## config.mk

```make
export PLATFORM = sky130hd
export DESIGN_NAME = adc_spi_cfg
export DESIGN_NICKNAME = d
export VERILOG_FILES = /design/src/source/adc_reg_pkg.sv /design/src/source/spi_frame_pkg.sv /design/src/source/adc_spi_cfg.sv /design/src/source/cal_settle_timer.sv /design/src/source/spi_frame_shifter.sv /design/src/source/cfg_sequencer.sv
export SDC_FILE = /design/constraint.sdc
export NUM_CORES = 1
export LEC_CHECK = 0
export BUFFER_PORTS_ARGS = -buffer_cell sky130_fd_sc_hd__clkbuf_2
export CAP_MARGIN = 20
export CELL_PAD_IN_SITES_DETAIL_PLACEMENT = 2
export CELL_PAD_IN_SITES_GLOBAL_PLACEMENT = 2
export CORE_ASPECT_RATIO = 0.6
export CORE_MARGIN = 2
export CORE_UTILIZATION = 35
export CTS_CLUSTER_DIAMETER = 150
export DETAILED_ROUTE_END_ITERATION = 8
export PLACE_DENSITY = 0.77
export REMOVE_ABC_BUFFERS = 1
export SLEW_MARGIN = 40
export SYNTH_ARGS = -nofsm -noshare
export SYNTH_HDL_FRONTEND = slang
export SYNTH_SLANG_ARGS = --single-unit
```

## constraint.sdc

```tcl
create_clock -name clk_spi -period 3.9 [get_ports clk_spi]
set_input_delay 0.39 -clock clk_spi [delete_from_list [all_inputs] [get_ports clk_spi]]
set_output_delay 0.39 -clock clk_spi [all_outputs]
set_load 0.02 [all_outputs]
```

## src/source/adc_reg_pkg.sv

```systemverilog
package adc_reg_pkg;

	// ------------------------------------------------------------
	// basic register types
	// ------------------------------------------------------------

	// 7-bit register address, write flag goes above it on the wire
	typedef logic [6:0] reg_addr_t;

	// 16-bit register payload
	typedef logic [15:0] reg_word_t;

	// one trim word per ADC channel
	localparam int NUM_CHANNELS = 4;

	// index 0 is channel A
	typedef reg_word_t [NUM_CHANNELS-1:0] trim_set_t;

	// ------------------------------------------------------------
	// register map
	// ------------------------------------------------------------

	// output mode and ADC mode
	localparam reg_addr_t ADDR_CTRL     = 7'h01;
	// sync register
	localparam reg_addr_t ADDR_SYNC     = 7'h06;
	// channel selector for the trim registers below
	localparam reg_addr_t ADDR_CH_SEL   = 7'h0F;
	// calibration control, one bit per calibration kind
	localparam reg_addr_t ADDR_CAL_CTRL = 7'h10;
	// external trim registers, act on the selected channel
	localparam reg_addr_t ADDR_OFFSET   = 7'h20;
	localparam reg_addr_t ADDR_GAIN     = 7'h22;
	localparam reg_addr_t ADDR_PHASE    = 7'h24;

	// ------------------------------------------------------------
	// fixed data words
	// ------------------------------------------------------------

	// sync enable pattern
	localparam reg_word_t SYNC_WORD  = 16'h000F;

	// calibration commands for the cal control register
	localparam reg_word_t CAL_OFFSET = 16'h0008;
	localparam reg_word_t CAL_GAIN   = 16'h0020;
	localparam reg_word_t CAL_PHASE  = 16'h0080;

	// mid-scale trim, same for every channel
	localparam reg_word_t TRIM_DEFAULT = 16'h0200;
	localparam trim_set_t TRIM_SET_DEFAULT = {NUM_CHANNELS{TRIM_DEFAULT}};

	// ------------------------------------------------------------
	// sequence constants
	// ------------------------------------------------------------

	// cycles from reset release to the first frame
	localparam int START_DELAY = 5;

endpackage
```

## src/source/spi_frame_pkg.sv

```systemverilog
package spi_frame_pkg;

	import adc_reg_pkg::*;

	// one write transaction on the wire
	localparam int FRAME_BITS = 24;

	// ------------------------------------------------------------
	// frame word, two views of the same 24 bits
	// ------------------------------------------------------------

	// fields are what the sequencer fills in
	// raw is what the shifter pushes out, bit 23 first
	typedef union packed {
		logic [FRAME_BITS-1:0] raw;
		struct packed {
			// 1 = write, the link never reads
			logic      write;
			reg_addr_t addr;
			reg_word_t data;
		} fields;
	} spi_frame_u;

endpackage

```

## src/source/adc_spi_cfg.sv

```systemverilog
`timescale 1ns/1ps

module adc_spi_cfg
	import adc_reg_pkg::*;
	import spi_frame_pkg::*;
#(
	parameter logic [3:0] adc_mode      = 4'b0000,
	parameter logic       out_mode      = 1'b0,
	parameter trim_set_t  offset_trim   = TRIM_SET_DEFAULT,
	parameter trim_set_t  gain_trim     = TRIM_SET_DEFAULT,
	parameter trim_set_t  phase_trim    = TRIM_SET_DEFAULT,
	parameter int         SETTLE_CYCLES = 512
)
(
	input  logic clk_spi,
	input  logic sys_rst_n,
	output logic adc_sclk,
	output logic adc_mosi,
	output logic adc_sen,
	output logic adc_rst,
	output logic adc_sync,
	output logic adc_sync_dir,
	output logic cfg_ready
);

	// ------------------------------------------------------------
	// board tie-offs
	// ------------------------------------------------------------

	// ADC reset is active low, keep it released
	assign adc_rst      = 1'b1;
	// level shifter for sync drives toward the ADC
	assign adc_sync_dir = 1'b1;
	assign adc_sync     = 1'b0;

	// sequencer <-> shifter
	spi_frame_u frame;
	logic       frame_start;
	logic       shifter_idle;
	// sequencer <-> timer
	logic       settle_start;
	logic       settle_done;

	// ------------------------------------------------------------
	// instances
	// ------------------------------------------------------------

	// picks the next register write
	cfg_sequencer #(
		.adc_mode    (adc_mode),
		.out_mode    (out_mode),
		.offset_trim (offset_trim),
		.gain_trim   (gain_trim),
		.phase_trim  (phase_trim)
	) sequencer_i (
		.clk_spi      (clk_spi),
		.sys_rst_n    (sys_rst_n),
		.shifter_idle (shifter_idle),
		.settle_done  (settle_done),
		.frame        (frame),
		.frame_start  (frame_start),
		.settle_start (settle_start),
		.cfg_ready    (cfg_ready)
	);

	// puts one frame on the SPI pins
	spi_frame_shifter shifter_i (
		.clk_spi      (clk_spi),
		.sys_rst_n    (sys_rst_n),
		.frame        (frame),
		.frame_start  (frame_start),
		.shifter_idle (shifter_idle),
		.adc_sclk     (adc_sclk),
		.adc_sen      (adc_sen),
		.adc_mosi     (adc_mosi)
	);

	// wait after each calibration command
	cal_settle_timer #(
		.SETTLE_CYCLES (SETTLE_CYCLES)
	) settle_i (
		.clk_spi      (clk_spi),
		.sys_rst_n    (sys_rst_n),
		.settle_start (settle_start),
		.settle_done  (settle_done)
	);

endmodule

```

## src/source/cal_settle_timer.sv

```systemverilog
`timescale 1ns/1ps

module cal_settle_timer
#(
	// at least 2
	parameter int SETTLE_CYCLES = 512
)
(
	input  logic clk_spi,
	input  logic sys_rst_n,
	input  logic settle_start,
	output logic settle_done
);

	// ------------------------------------------------------------
	// settle counter
	// ------------------------------------------------------------

	// zero means idle, counting runs 1 .. SETTLE_CYCLES-1
	localparam int CNT_W = $clog2(SETTLE_CYCLES);
	localparam logic [CNT_W-1:0] CNT_FIRST = CNT_W'(1);
	// done is registered, so it fires one count early
	localparam logic [CNT_W-1:0] CNT_LAST = CNT_W'(SETTLE_CYCLES - 1);

	logic [CNT_W-1:0] cnt;

	always_ff @(posedge clk_spi or negedge sys_rst_n)
	begin
		if (!sys_rst_n)
		begin
			cnt         <= '0;
			settle_done <= 1'b0;
		end
		else
		begin
			settle_done <= 1'b0;
			if (settle_start)
				// re-arm even if a wait is running
				cnt <= CNT_FIRST;
			else if (cnt == CNT_LAST)
			begin
				// ADC calibration result valid from here
				cnt         <= '0;
				settle_done <= 1'b1;
			end
			else if (cnt != '0)
				cnt <= cnt + 1'b1;
		end
	end

endmodule

```

## src/source/spi_frame_shifter.sv

```systemverilog
`timescale 1ns/1ps

module spi_frame_shifter
	import spi_frame_pkg::*;
(
	input  logic       clk_spi,
	input  logic       sys_rst_n,
	input  spi_frame_u frame,
	input  logic       frame_start,
	output logic       shifter_idle,
	output logic       adc_sclk,
	output logic       adc_sen,
	output logic       adc_mosi
);

	// ------------------------------------------------------------
	// half-period bookkeeping
	// ------------------------------------------------------------

	// two sclk phases per bit
	localparam int HALF_PERIODS = 2 * FRAME_BITS;
	localparam int CNT_W = $clog2(HALF_PERIODS + 1);
	// count reached after the last falling edge
	localparam logic [CNT_W-1:0] LAST_HALF = CNT_W'(HALF_PERIODS);

	logic [CNT_W-1:0]      half_cnt;
	// outgoing bits, current bit sits at the top
	logic [FRAME_BITS-1:0] shreg;

	// ------------------------------------------------------------
	// payload shift register
	// ------------------------------------------------------------

	always_ff @(posedge clk_spi)
	begin
		if (shifter_idle)
		begin
			if (frame_start)
				shreg <= frame.raw;
		end
		// advance on the falling sclk edge
		else if (half_cnt != LAST_HALF && adc_sclk)
			shreg <= {shreg[FRAME_BITS-2:0], 1'b0};
	end

	// ------------------------------------------------------------
	// pins and busy flag
	// ------------------------------------------------------------

	always_ff @(posedge clk_spi or negedge sys_rst_n)
	begin
		if (!sys_rst_n)
		begin
			shifter_idle <= 1'b1;
			adc_sen      <= 1'b1;
			adc_sclk     <= 1'b0;
			adc_mosi     <= 1'b0;
			half_cnt     <= '0;
		end
		else if (shifter_idle)
		begin
			if (frame_start)
			begin
				// chip select low, first bit out before the first rise
				shifter_idle <= 1'b0;
				adc_sen      <= 1'b0;
				adc_mosi     <= frame.raw[FRAME_BITS-1];
				half_cnt     <= '0;
			end
		end
		else if (half_cnt == LAST_HALF)
		begin
			// one cycle after the last fall
			shifter_idle <= 1'b1;
			adc_sen      <= 1'b1;
		end
		else
		begin
			adc_sclk <= ~adc_sclk;
			half_cnt <= half_cnt + 1'b1;
			// mosi only moves as sclk goes low
			// after bit 0 the zero fill lands here
			if (adc_sclk)
				adc_mosi <= shreg[FRAME_BITS-2];
		end
	end

endmodule

```

## src/source/cfg_sequencer.sv

```systemverilog
`timescale 1ns/1ps

module cfg_sequencer
	import adc_reg_pkg::*;
	import spi_frame_pkg::*;
#(
	parameter logic [3:0] adc_mode    = 4'b0000,
	parameter logic       out_mode    = 1'b0,
	parameter trim_set_t  offset_trim = TRIM_SET_DEFAULT,
	parameter trim_set_t  gain_trim   = TRIM_SET_DEFAULT,
	parameter trim_set_t  phase_trim  = TRIM_SET_DEFAULT
)
(
	input  logic       clk_spi,
	input  logic       sys_rst_n,
	input  logic       shifter_idle,
	input  logic       settle_done,
	output spi_frame_u frame,
	output logic       frame_start,
	output logic       settle_start,
	output logic       cfg_ready
);

	// ------------------------------------------------------------
	// encodings
	// ------------------------------------------------------------

	// control flow
	localparam logic [2:0] ST_DELAY  = 3'd0;
	localparam logic [2:0] ST_LAUNCH = 3'd1;
	localparam logic [2:0] ST_WAIT   = 3'd2;
	localparam logic [2:0] ST_SETTLE = 3'd3;
	localparam logic [2:0] ST_DONE   = 3'd4;

	// which frame goes out, steps 2..8 repeat per channel
	localparam logic [3:0] STEP_CTRL     = 4'd0;
	localparam logic [3:0] STEP_SYNC     = 4'd1;
	localparam logic [3:0] STEP_SEL      = 4'd2;
	localparam logic [3:0] STEP_OFFSET   = 4'd3;
	localparam logic [3:0] STEP_OFF_CAL  = 4'd4;
	localparam logic [3:0] STEP_GAIN     = 4'd5;
	localparam logic [3:0] STEP_GAIN_CAL = 4'd6;
	localparam logic [3:0] STEP_PHASE    = 4'd7;
	localparam logic [3:0] STEP_PH_CAL   = 4'd8;

	localparam int DELAY_W = $clog2(START_DELAY + 1);
	localparam logic [DELAY_W-1:0] DELAY_LAST = DELAY_W'(START_DELAY - 1);
	localparam logic [1:0] LAST_CH = 2'(NUM_CHANNELS - 1);

	logic [2:0]         state;
	logic [3:0]         step;
	logic [1:0]         ch;
	logic [DELAY_W-1:0] delay_cnt;
	logic [3:0]         next_step;
	logic [1:0]         next_ch;
	logic               is_cal;
	logic               last_step;

	// ------------------------------------------------------------
	// step bookkeeping
	// ------------------------------------------------------------

	always_comb
	begin
		next_step = step + 4'd1;
		next_ch   = ch;
		// after the phase cal wrap back to channel select
		if (step == STEP_PH_CAL)
		begin
			next_step = STEP_SEL;
			next_ch   = ch + 2'd1;
		end
	end

	// calibration frames are followed by a settle wait
	assign is_cal = (step == STEP_OFF_CAL) || (step == STEP_GAIN_CAL) ||
		(step == STEP_PH_CAL);
	assign last_step = (step == STEP_PH_CAL) && (ch == LAST_CH);

	// ------------------------------------------------------------
	// frame contents, built through the field view
	// ------------------------------------------------------------

	always_comb
	begin
		frame.raw = '0;
		frame.fields.write = 1'b1;
		case (step)
			STEP_CTRL:
			begin
				frame.fields.addr = ADDR_CTRL;
				// out_mode at bit 12, adc_mode in the low nibble
				frame.fields.data = {3'b000, out_mode, 8'h00, adc_mode};
			end
			STEP_SYNC:
			begin
				frame.fields.addr = ADDR_SYNC;
				frame.fields.data = SYNC_WORD;
			end
			STEP_SEL:
			begin
				frame.fields.addr = ADDR_CH_SEL;
				// selector is one-based
				frame.fields.data = {14'd0, ch} + 16'd1;
			end
			STEP_OFFSET:
			begin
				frame.fields.addr = ADDR_OFFSET;
				frame.fields.data = offset_trim[ch];
			end
			STEP_GAIN:
			begin
				frame.fields.addr = ADDR_GAIN;
				frame.fields.data = gain_trim[ch];
			end
			STEP_PHASE:
			begin
				frame.fields.addr = ADDR_PHASE;
				frame.fields.data = phase_trim[ch];
			end
			STEP_OFF_CAL:
			begin
				frame.fields.addr = ADDR_CAL_CTRL;
				frame.fields.data = CAL_OFFSET;
			end
			STEP_GAIN_CAL:
			begin
				frame.fields.addr = ADDR_CAL_CTRL;
				frame.fields.data = CAL_GAIN;
			end
			default:
			begin
				frame.fields.addr = ADDR_CAL_CTRL;
				frame.fields.data = CAL_PHASE;
			end
		endcase
	end

	// ------------------------------------------------------------
	// control FSM
	// ------------------------------------------------------------

	always_ff @(posedge clk_spi or negedge sys_rst_n)
	begin
		if (!sys_rst_n)
		begin
			state        <= ST_DELAY;
			step         <= STEP_CTRL;
			ch           <= 2'd0;
			delay_cnt    <= '0;
			frame_start  <= 1'b0;
			settle_start <= 1'b0;
			cfg_ready    <= 1'b0;
		end
		else
		begin
			// both strobes are single-cycle
			frame_start  <= 1'b0;
			settle_start <= 1'b0;
			case (state)
				ST_DELAY:
				begin
					if (delay_cnt != DELAY_LAST)
						delay_cnt <= delay_cnt + 1'b1;
					else if (shifter_idle)
					begin
						// control frame is already on the frame bus
						frame_start <= 1'b1;
						state       <= ST_LAUNCH;
					end
				end
				ST_LAUNCH:
				begin
					// shifter sees the strobe now, idle drops with this edge
					state <= ST_WAIT;
				end
				ST_WAIT:
				begin
					if (shifter_idle)
					begin
						if (is_cal)
						begin
							settle_start <= 1'b1;
							state        <= ST_SETTLE;
						end
						else
						begin
							step        <= next_step;
							frame_start <= 1'b1;
							state       <= ST_LAUNCH;
						end
					end
				end
				ST_SETTLE:
				begin
					if (settle_done)
					begin
						if (last_step)
						begin
							cfg_ready <= 1'b1;
							state     <= ST_DONE;
						end
						else
						begin
							step        <= next_step;
							ch          <= next_ch;
							frame_start <= 1'b1;
							state       <= ST_LAUNCH;
						end
					end
				end
				ST_DONE:
				begin
					// parked, ready held until reset
					cfg_ready <= 1'b1;
				end
				default:
				begin
					state <= ST_DELAY;
				end
			endcase
		end
	end

endmodule

```

==> reports/results.txt <==
The flow ran to the end, and the final reports show no timing, DRC or antenna violations. The logs give 0 for the final routed DRC violation total and 40.7% for the core occupancy in the finished layout. In this run the standard cell core region covers 0.00795 sq mm. The run gives 11.1 mm as the first-pass GRT wire length.

The run gives 0 as the number of hold-slack violations in the final timing report. Setup violations remaining at the end of the flow were counted as 0. Clock-pin slew was measured on the worst setup and hold paths at 0.05 ns.

After clock tree synthesis, the flow added hold-fix buffers numbering 0. For the number of global-route vias before repair, the log shows 2105. In the final timing run, aggregate negative setup slack is 0 ns.

The dominant cell type by area after synthesis was dfrtp_1. The site row count was 25; the placement-stage cell area was 0.00297 sq mm. Growth of design area from synthesis to finish: 12.3%. The minimum clock period was 2.17 ns.

The finished layout holds 376 standard cells, fillers aside. For this design the static power due to leakage is 1.36 nW. Setup repair after global routing left no endpoint under its margin. Entering global routing, the biggest net connects 36 pins. During synthesis, Yosys emitted a total of 0 warnings.

The logs give 0.00324 sq mm for the post-route standard cell area excluding fillers and 360 for the post-placement cell count. After detailed routing, the number of vias per cell comes to 5.14. For the max-slew violation count, the log shows 0.

For this design the total switching power over the nets is 0.274 mW. Summed over all layers, the routed wires come to 6.75 mm. STA classifies the critical path startpoint as a flip-flop. The longest clock path from root to sink contains 2 buffers. For this run, the top clock speed supported by timing is 0.462 GHz.

The global-route congestion overflow total is 0. For this configuration, the core starts out at a cell density of 36.3%. The combinational group share of total power is 0.8%, and the die width is 121 um.

Of all nets on the critical path, the largest fanout is 9. Gates resized during post-CTS repair numbered 0. OpenSTA, run right after detailed placement, puts the worst setup slack at 1.73 ns.

The tools report the total CTS buffers as 9. The number of setup buffers added after CTS is 0. After synthesis, the share of flip-flops with an asynchronous set or reset is 60.3%. The final antenna diode count is 0. The worst hold path belongs to the class in -> async. The commonest register cell after synthesis is dfrtp_1. After synthesis, the cell types taking the most area are dfrtp_1 (29%), edfxtp_1 (24%), ha_1 (5.2%), nor2_1 (3.4%), a21oi_1 (3.3%).

The cell count after synthesis came out at 261. At the end of the flow, the number of nets in the layout was 277. After filler insertion, the fill cell instance count of the layout stands at 829.

Routability-driven placement finished with a final weighted congestion of 0.769. The count of nets left with antenna violations once routing finished came out at 0. In the global route stage, overall resource usage came out at 17.0%.

The top cell types in the final layout, fill and taps aside, are dfrtp_1 (33), nor2_1 (26), edfxtp_1 (23). Clock tree synthesis found a total of 58 sinks. The type of the worst setup path was reg -> reg. The clock latency on the worst-skew pair was 0.33 ns.

The number of distinct library cells after synthesis was 51. Arrival time at the worst endpoint: 2.37 ns. The part of the total power dissipated in sequential elements came out at 46.9%. Across the run, the number of max-cap violations was 0. Sequential elements use 54.4% of the synthesized area. The run gives 0.00288 sq mm as the synthesized area. Between clock sinks in the finished design, the worst skew comes to 0.00423 ns.

The H-tree generated during clock tree synthesis spans 3 levels. Clock tree synthesis selected as its root buffer the cell clkbuf_16. Measured against its own limit, the worst slew margin works out to 57.7%. The routed layout has 1932 vias. The post-route total power is 1.35 mW, and the initial antenna violation count is 0. TritonCTS built the clock tree. Data on the critical path is required at its endpoint by 4.11 ns. The proportion of netlist area held by the largest area contributor was 28.6%; the post-route clock period utilization was 55.6%. The library cell used most frequently in the layout, excluding fill and tap cells, is dfrtp_1.

The logs give 87 for the number of DRC markers in iteration 0 and 4 for the number of search-and-repair iterations in the first detailed-routing pass. The number of buffer cells added on primary ports is 5. The internal portion of the total power is 1.07 mW. The tools report the number of I/O pins as 9. The power density over the cells was 416 mW/mm^2. The number of synthesized register bits was 58; the transition time at the pin with the least slew margin was 0.635 ns.

STA classifies the critical path endpoint as a flip-flop. Once routing completed, OpenROAD measured the worst setup slack at 1.73 ns. After detailed routing, the average wire length per cell comes to 17.9 um.

The ratio of cells with drive above 1 in the final layout is 12.7%, and the switching share of power is 20.4%. VDD sags by at most 196 uV. In this run the mean area of a mapped cell was 11.0 sq um. The count of flip-flops with a built-in enable after synthesis works out to 23. The die covers 0.00900 sq mm. Detailed placement finished with a half-perimeter wire length of 4.51 mm. Hold timing on the final database bottoms out at a slack of 0.0433 ns. The die outline height was 74.3 um. The clock network burns 52.3% of the power.
## synth_stat cells, drive strengths merged, types with 2 or more instances
cell,number
nand3,8
o21ai,9
a21oi,19
and3,3
o2bb2ai,5
a22o,3
xnor2,3
buf,11
nor2b,11
xor2,9
nand2,12
nand2b,3
mux2,6
nor2,26
or2,4
ha,12
and3b,2
nor3,5
nor4,2
inv,17
dfstp,2
edfxtp,23
mux2i,2
conb,2
dfrtp,33
clkbuf,5
nand4b,3
o22ai,5
## cell type report
type / count / area (sq um) / share of cell area [%]
Inverter: 17 / 63.8 / 1.97
Sequential cell: 58 / 1570 / 48.5
Multi-Input combinational cell: 171 / 1170 / 36.1
Tap cell: 108 / 135 / 4.17
Clock buffer: 12 / 246 / 7.61
Clock inverter: 4 / 17.5 / 0.541
Timing Repair Buffer: 6 / 35.0 / 1.08
## power groups by stage
stage | clock network [mW] | logic (mW) | registers, mW
after floorplan | 0 | 0.00249 | 0.643
after global placement | 0 | 0.0107 | 0.643
after detailed placement | 0 | 0.0112 | 0.643
after CTS | 0.724 | 0.0112 | 0.632
after global routing | 0.749 | 0.0123 | 0.631
final | 0.704 | 0.0104 | 0.632
## flip-flops by register name (all words and copies together), names as in the netlist, 2 cells and up
name / count
sequencer_i.step: 4
shifter_i.shreg: 23
shifter_i.half_cnt: 6
sequencer_i.state: 3
settle_i.cnt: 9
sequencer_i.ch: 2
sequencer_i.delay_cnt: 3
## layer usage
layer / vias to the layer above / GRT usage [%] / wire (um)
li1: 916 / - / -
met1: 988 / 22.3 / 3440
met3: 10 / 7.13 / 245
met5: - / 0 / 0
met4: 0 / 5.36 / 85
met2: 18 / 25.8 / 2970
## kinds of logic after synthesis
group / after synthesis / synth area share (%)
other: 2 / 0.261
buffers and inverters: 33 / 5.16
AO/OA/AOI/OAI: 52 / 12.0
adder cells (fa/ha/maj): 12 / 5.21
flip-flops: 58 / 54.4
AND/OR/NAND/NOR: 84 / 16.0
XOR/XNOR: 12 / 3.91
multiplexers: 8 / 3.04
## final timing paths
| path | slack, ns | endpoint | cells past startpoint | start |
|---|---|---|---|---|
| setup / recovery | 1.73 | sequencer_i.step[3]$_DFFE_PN0P_ | 6 | sequencer_i.step[0]$_DFFE_PN0P_ |
| hold / removal | 0.04 | settle_i.cnt[4]$_DFFE_PN0P_ | 1 | sys_rst_n |
| setup reg to reg | 1.73 | sequencer_i.step[3]$_DFFE_PN0P_ | 6 | sequencer_i.step[0]$_DFFE_PN0P_ |
| hold reg to reg | 0.47 | sequencer_i.cfg_ready$_DFFE_PN0P_ | 1 | sequencer_i.cfg_ready$_DFFE_PN0P_ |
| max in group asynchronous | 3.48 | sequencer_i.step[1]$_DFFE_PN0P_ | 1 | sys_rst_n |
| min in group clk_spi | 0.47 | sequencer_i.cfg_ready$_DFFE_PN0P_ | 1 | sequencer_i.cfg_ready$_DFFE_PN0P_ |
## critical path: stages (launching register included)
cell	delay, ns
dfrtp_1	0.43
inv_1	0.10
ha_1	0.41
and4b_1	0.34
nor2_1	0.12
or2_1	0.30
a221o_1	0.35
(Power assumes the default switching activity.)
